### config.mk
export PLATFORM = sky130hd
export DESIGN_NAME = spmv_lane
export DESIGN_NICKNAME = d
export VERILOG_FILES = /design/src/design/spmv_pkg.sv /design/src/design/operand_gather.sv /design/src/design/segmented_scan.sv /design/src/design/segment_collect.sv /design/src/design/spmv_lane.sv
export VERILOG_INCLUDE_DIRS = /design/src /design/src/design
export SDC_FILE = /design/constraint.sdc
export NUM_CORES = 2
export LEC_CHECK = 0
export ABC_CLOCK_PERIOD_IN_PS = 5250
export BUFFER_PORTS_ARGS = -buffer_cell sky130_fd_sc_hd__clkbuf_2
export CAP_MARGIN = 20
export CORE_UTILIZATION = 32
export CTS_CLUSTER_DIAMETER = 30
export CTS_CLUSTER_SIZE = 20
export DETAILED_ROUTE_END_ITERATION = 8
export PLACE_DENSITY = 0.5
export SYNTH_ARGS = -nofsm -noshare
export SYNTH_HDL_FRONTEND = slang
export SYNTH_SLANG_ARGS = --single-unit
### constraint.sdc
create_clock -name clock -period 5.25 [get_ports clock]
set_clock_uncertainty 0.15 [all_clocks]
set_input_delay 0.2625 -clock clock [delete_from_list [all_inputs] [get_ports clock]]
set_output_delay 0.2625 -clock clock [all_outputs]
set_load 0.02 [all_outputs]
### src/design/spmv_defines.svh
`ifndef SPMV_DEFINES_SVH
`define SPMV_DEFINES_SVH

// entries per batch and dense vector length, power of two
`define SPMV_N 8

// value width, all arithmetic wraps at this width
`define SPMV_W 8

// column index and segment id width, also the number of scan levels
`define SPMV_LG_N ($clog2(`SPMV_N))

// segment count width, holds 0 to SPMV_N
`define SPMV_CNT_W (`SPMV_LG_N + 1)

`endif

### src/design/spmv_pkg.sv
`default_nettype none

`include "spmv_defines.svh"

package spmv_pkg;

    typedef logic [`SPMV_W-1:0] value_t;

    // one sparse entry of the input batch
    typedef struct packed {
        value_t                 value;
        logic [`SPMV_LG_N-1:0]  col;
        logic                   split;
    } lhs_entry_t;

    typedef lhs_entry_t [`SPMV_N-1:0] lhs_batch_t;

    typedef value_t [`SPMV_N-1:0] rhs_vec_t;

    // one element in flight through the lane
    typedef struct packed {
        value_t                 sum;
        logic [`SPMV_LG_N-1:0]  seg_id;
        logic                   split;
    } lane_elem_t;

    typedef struct packed {
        logic                           valid;
        lane_elem_t [`SPMV_N-1:0]       elem;
    } lane_stage_t;

    // lane result, closed segment sums in segment order
    typedef struct packed {
        value_t [`SPMV_N-1:0]           slot;
        value_t                         halo;
        logic [`SPMV_CNT_W-1:0]         count;
    } seg_out_t;

endpackage

`default_nettype wire

### src/design/operand_gather.sv
`timescale 1ns/1ps
`default_nettype none

`include "spmv_defines.svh"

module operand_gather
    import spmv_pkg::*;
(
    input  wire logic       clock,
    input  wire logic       reset,
    input  wire logic       rhs_load,
    input  wire rhs_vec_t   rhs_data,
    input  wire logic       in_valid,
    input  wire lhs_batch_t in_batch,
    output lane_stage_t     gathered
);

    rhs_vec_t                   rhs_q;
    lane_elem_t [`SPMV_N-1:0]   elem_d;
    lane_elem_t [`SPMV_N-1:0]   elem_q;
    logic                       valid_q;

    // ------------------------------------------------------------
    // dense vector, kept until the next load
    // ------------------------------------------------------------
    // a batch sampled on the load edge still sees the old vector
    always_ff @(posedge clock) begin
        if (reset) begin
            rhs_q <= '0;
        end else if (rhs_load) begin
            rhs_q <= rhs_data;
        end
    end

    // ------------------------------------------------------------
    // crossbar, multipliers and segment numbering
    // ------------------------------------------------------------
    always_comb begin
        logic [`SPMV_LG_N-1:0] seg_run;

        seg_run = '0;
        for (int i = 0; i < `SPMV_N; i++) begin
            // product truncated to W bits
            elem_d[i].sum    = in_batch[i].value * rhs_q[in_batch[i].col];
            elem_d[i].seg_id = seg_run;
            elem_d[i].split  = in_batch[i].split;
            // a split closes the segment, the next entry opens a new one
            seg_run = seg_run + `SPMV_LG_N'(in_batch[i].split);
        end
    end

    always_ff @(posedge clock) begin
        if (reset) begin
            valid_q <= 1'b0;
        end else begin
            valid_q <= in_valid;
        end
    end

    always_ff @(posedge clock) begin
        elem_q <= elem_d;
    end

    assign gathered = '{valid: valid_q, elem: elem_q};

endmodule

`default_nettype wire

### src/design/segmented_scan.sv
`timescale 1ns/1ps
`default_nettype none

`include "spmv_defines.svh"

module segmented_scan
    import spmv_pkg::*;
(
    input  wire logic           clock,
    input  wire logic           reset,
    input  wire lane_stage_t    gathered,
    output lane_stage_t         scanned
);

    // stage[0] is the input, stage[k] the output of level k-1
    lane_stage_t stage [`SPMV_LG_N+1];

    assign stage[0] = gathered;

    // ------------------------------------------------------------
    // one registered level per stride 1, 2, 4 ...
    // ------------------------------------------------------------
    for (genvar lv = 0; lv < `SPMV_LG_N; lv++) begin : g_level
        localparam int STRIDE = 1 << lv;

        lane_elem_t [`SPMV_N-1:0]   elem_d;
        lane_elem_t [`SPMV_N-1:0]   elem_q;
        logic                       valid_q;

        // seg ids are non-decreasing, so equal ids at i and i-STRIDE
        // mean every element in between is in the same segment
        always_comb begin
            elem_d = stage[lv].elem;
            for (int i = STRIDE; i < `SPMV_N; i++) begin
                if (stage[lv].elem[i].seg_id == stage[lv].elem[i-STRIDE].seg_id) begin
                    elem_d[i].sum = stage[lv].elem[i].sum + stage[lv].elem[i-STRIDE].sum;
                end
            end
        end

        always_ff @(posedge clock) begin
            if (reset) begin
                valid_q <= 1'b0;
            end else begin
                valid_q <= stage[lv].valid;
            end
        end

        // seg ids and splits ride along unchanged
        always_ff @(posedge clock) begin
            elem_q <= elem_d;
        end

        assign stage[lv+1] = '{valid: valid_q, elem: elem_q};
    end

    // every element now holds the inclusive sum of its segment
    assign scanned = stage[`SPMV_LG_N];

endmodule

`default_nettype wire

### src/design/segment_collect.sv
`timescale 1ns/1ps
`default_nettype none

`include "spmv_defines.svh"

module segment_collect
    import spmv_pkg::*;
(
    input  wire logic           clock,
    input  wire logic           reset,
    input  wire lane_stage_t    scanned,
    output logic                out_valid,
    output seg_out_t            result
);

    value_t [`SPMV_N-1:0]       slot_d;
    value_t                     halo_d;
    logic [`SPMV_CNT_W-1:0]     count_d;
    lane_elem_t                 last;

    assign last = scanned.elem[`SPMV_N-1];

    // ------------------------------------------------------------
    // route segment-end sums into ordered slots
    // ------------------------------------------------------------
    always_comb begin
        slot_d = '0;
        for (int i = 0; i < `SPMV_N; i++) begin
            // at most one closing element per segment id
            if (scanned.elem[i].split) begin
                slot_d[scanned.elem[i].seg_id] = scanned.elem[i].sum;
            end
        end
    end

    // trailing open segment goes out as the halo
    always_comb begin
        if (last.split) begin
            halo_d = '0;
        end else begin
            halo_d = last.sum;
        end
    end

    // closed segments before the last element, plus the last one if it closes
    always_comb begin
        count_d = {1'b0, last.seg_id} + `SPMV_CNT_W'(last.split);
    end

    // ------------------------------------------------------------
    // output register
    // ------------------------------------------------------------
    always_ff @(posedge clock) begin
        if (reset) begin
            out_valid <= 1'b0;
        end else begin
            out_valid <= scanned.valid;
        end
    end

    always_ff @(posedge clock) begin
        result.slot  <= slot_d;
        result.halo  <= halo_d;
        result.count <= count_d;
    end

endmodule

`default_nettype wire

### src/design/spmv_lane.sv
`timescale 1ns/1ps
`default_nettype none

`include "spmv_defines.svh"

module spmv_lane
    import spmv_pkg::*;
(
    input  wire logic       clock,
    input  wire logic       reset,
    input  wire logic       rhs_load,
    input  wire rhs_vec_t   rhs_data,
    input  wire logic       in_valid,
    input  wire lhs_batch_t in_batch,
    output logic            out_valid,
    output seg_out_t        result
);

    // stage links, valid travels with the data
    lane_stage_t gathered;
    lane_stage_t scanned;

    // ------------------------------------------------------------
    // gather and multiply, 1 cycle
    // ------------------------------------------------------------
    operand_gather u_gather (
        .clock      (clock),
        .reset      (reset),
        .rhs_load   (rhs_load),
        .rhs_data   (rhs_data),
        .in_valid   (in_valid),
        .in_batch   (in_batch),
        .gathered   (gathered)
    );

    // ------------------------------------------------------------
    // segmented reduction, SPMV_LG_N cycles
    // ------------------------------------------------------------
    segmented_scan u_scan (
        .clock      (clock),
        .reset      (reset),
        .gathered   (gathered),
        .scanned    (scanned)
    );

    // ------------------------------------------------------------
    // slot packing, halo and count, 1 cycle
    // ------------------------------------------------------------
    segment_collect u_collect (
        .clock      (clock),
        .reset      (reset),
        .scanned    (scanned),
        .out_valid  (out_valid),
        .result     (result)
    );

endmodule

`default_nettype wire

==> results.md <==
* Outcome: finished clean
* Mux contribution to synthesized area at 17.2%
* Met1 wire length at roughly 41,000 µm
* Max-cap violations at 0
* FF+latch count, synth at roughly 500
* Slew Viols, Final at 0
* Area delta synth->final at 23.0%
* Post-synth EDFFs at 0
* Fmax at approximately 200 MHz
* Total power at around 20 mW
* Most frequent cells in the layout: 497 x dfxtp_1, 283 x inv_1, 259 x ha_1, 239 x clkbuf_2, 192 x nor2_1
* Worst-path clk slew at approximately 40 ps
* Max Buffers Root-to-Sink at 3
* CP arrival at 5540 ps
* Ys Warns at 0
* Synth Area in Simple Gates at 12.1%
* Met2 wire length at around 47,000 µm
* NumNets Final at about 4.1k
* Fin crit share at 97.7%
* Tmin final at between 5000 and 6000 ps
* Syn_nets at 3,741
* RSZ-0062 raised after global routing: no
* Synth Instances at 3,203
* CP startpoint kind: flop
* Number of H-tree levels at 3
* Initial Util at about 32%
* Worst-Margin Slew at around 1200 ps
* Cts bufs inserted at 107
* Lkg Pwr at 17.9 nW
* First-pass GRT wire length at around 150,000 µm
* Fraction of registers with async set/reset at 0%
* Fin Hold WS at 51.1 ps
* CP cell instances: mux4_2, mux2_2, and2_1, fa_1, inv_1, fa_1, fa_1, fa_1, inv_1, ha_1, a21oi_1, xnor2_1, xnor2_1, xnor2_1, dlygate4sd3_1
* End of the worst hold path: u_gather.gathered[83]
* R2r setup slk at roughly 120 ps
* Chip width at 319 µm
* Peak supply drop at between 0.3 and 0.4 mV
* Post-synthesis xor/xnor area fraction at between 7 and 8%
* DRT iter0 DRCs at about 1.6k
* Hold path depth at 5
* PD cells at around 500 nW/µm²
* CP dominant cell by count: fa_1
* Worst Setup End Kind: flop
* Worst Hold Class: in2reg
* R2R Path Start: u_gather.rhs_q[60]
* Worst Reg2Reg Path Length in Cells at 15
* WP data required at 5670 ps
* CTS tree: yes
* Met3 WL post-DR at approximately 6000 µm
* Largest net degree at the start of global routing at 48
* Core Box Area at 100,000 µm²
* CP Class: reg2reg
* GRT Residual Overflow at 0
* Post-DR wirelength/cell at between 15 and 20 µm
* Slowest-stage cell, CP: mux4_2
* Critical-path maximum fanout at 9
* Final setup TNS at 0 ps
* Drt pass-1 iters at 5
* CTS Sinks at between 500 and 600
* Die outline area at 102,000 µm²
* Mapped cell area at roughly 32,000 µm²
* Final setup fails at 0
* Final hold viol count at 0
* Clock Latency Late Sink at ~700 ps
* Post-Place Cells at 4,636
* Ratio of cells with drive above 1 in the final layout at ~19%
* IO Count at between 200 and 250
* RR Endpoint: u_gather.gathered[35]
* Worst slew margin at about a fifth
* Seq/Total Area, Yosys at approximately 31%
* Routed WL at a little under 100,000 µm
* Synth cell types at 57
* Adder-Cell Fraction of Synth Area at between 15 and 20%
* Total GRT Usage at a little under a fifth
* DRC at 0
* Area leader, netlist: dfxtp_1
* Initial antenna violation count at 8
* Top cell type's share of synthesized area at a little over 30%
* Largest family of logic cells by synthesized area: multiplexers
* Highest metal used: met5
* Clk Tree Root Cell: clkbuf_16
* Die Ht at ~320 µm
* Post-detailed-route count of antenna-violating nets at 0
* Final HPWL DP at 75,900 µm
* Vias in the first global route at about 25k
* Post-synth top flop: dfxtp_1
* Compound-Gate Fraction of Synth Area at 9.65%
* FP Rows at ~120
* Non-Filler Instances at about 4.9k
* Post-Syn Area per Cell at around 10 µm²
* Most common cell after layout, fill and taps aside: dfxtp_1
* Largest cells by area after synthesis: dfxtp_1 31%, ha_1 10%, mux4_2 7.9%, fa_1 7.1%, xnor2_1 4.9%
* Worst hold start: in_batch[81]
* Port bufs at 240
* Via count at ~24k
* Critical path's largest stage delay at ~550 ps
* Via/cell ratio at 4.94
* Routability cong. at 0.918
## worst max-delay path, delay by kind of cell, from the launching register on
family	cells	cell delay, ps
XOR/XNOR	3	380
adder cells (fa/ha/maj)	5	2100
buffers and inverters	3	660
multiplexers	2	880
AND/OR/NAND/NOR	1	190
flip-flops	1	490
AO/OA/AOI/OAI	1	190
## state kept, by name, indices dropped and copies added (netlist names)
name	flops
u_scan.g_level.elem_q	178
u_gather.gathered	89
u_scan.scanned	89
u_collect.result	76
u_gather.rhs_q	64
u_scan.g_level.valid_q	3
u_collect.out_valid	1
u_gather.valid_q	1
## synthesized netlist by cell type, types with 7 or more instances
cell,instances
and3_1,28
o211ai_1,8
mux4_1,15
a221oi_1,8
nand3_1,25
xnor2_1,182
buf_4,7
a21o_1,49
nor2_1,192
a32oi_1,32
o311ai_0,16
buf_2,30
mux2i_1,122
ha_1,259
xor2_1,80
buf_6,9
a2111oi_0,12
nand2b_1,37
nand2_1,179
mux2_2,105
o21ai_0,119
nand3b_1,14
dfxtp_1,501
mux2i_2,7
and2_1,40
fa_1,115
inv_1,283
and2b_1,11
mux4_2,113
buf_1,15
a211o_1,8
nor3b_1,8
clkbuf_1,84
a211oi_1,24
nor2b_1,161
o21bai_1,33
or3_1,14
nor3_1,34
a21oi_1,182
## per-layer routing
layer | GRT usage, % | up-vias
met4 | 7.86 | 10
li1 | - | 11818
met3 | 3.84 | 256
met1 | 23.3 | 11452
met2 | 32.8 | 890
met5 | 0 | -
## layout make-up
| class | count | area (µm²) |
|---|---|---|
| fillers | 9779 | 60400 |
| flip-flops and latches | 501 | 10000 |
| repair buffers | 394 | 2630 |
| clock buffers | 129 | 2840 |
| multi-input cells | 2273 | 20500 |
| inverters | 283 | 1060 |
| well taps | 1298 | 1620 |
| clock inverters | 68 | 983 |
| diodes | 2 | 5.00 |
## worst max-delay path by stage
stage                             from                     to
finish              u_gather.rhs_q[60]  u_gather.gathered[35]
global route        u_gather.rhs_q[12]  u_gather.gathered[35]
CTS                 u_gather.rhs_q[58]  u_gather.gathered[35]
detailed placement         in_batch[3]  u_gather.gathered[11]
global placement           in_batch[3]  u_gather.gathered[11]
floorplan                 in_batch[74]  u_gather.gathered[83]
## report_power, final
| group | internal (mW) | switching, mW | leakage [nW] | total, mW |
|---|---|---|---|---|
| logic | 3.02 | 3.30 | 11.9 | 6.32 |
| registers | 5.03 | 1.69 | 4.18 | 6.72 |
| clock network | 4.67 | 2.26 | 1.84 | 6.92 |
| total | 12.7 | 7.25 | 17.9 | 20.0 |
## through the flow
step           setup WS, ps  cell area [µm²]  utilization, %
2_1_floorplan           597            32200               -
3_3_place_gp            441            34700            34.7
3_5_place_dp            428            34700            34.7
6_report                123            39600            39.6
5_1_grt               0.662            39600            39.6
4_1_cts                 134            39600            39.6
## repair_timing
action	4_1_cts	5_1_grt
gates resized for setup	0	5
buffers inserted	0	0
hold endpoints to repair	108	0
hold buffers	110	0
endpoints found under the setup margin	0	1
## cells by family (layout without fill, tap and decap cells)
logic type      count (synthesis)  after routing
simple gates                  766            766
flops                         501            501
xor+xnor                      265            265
other cells                     0              2
buf+inv                       429            874
fa+ha+maj                     374            374
mux                           367            367
compound gates                501            501
Note: power is estimated with default switching activity, not from simulation.
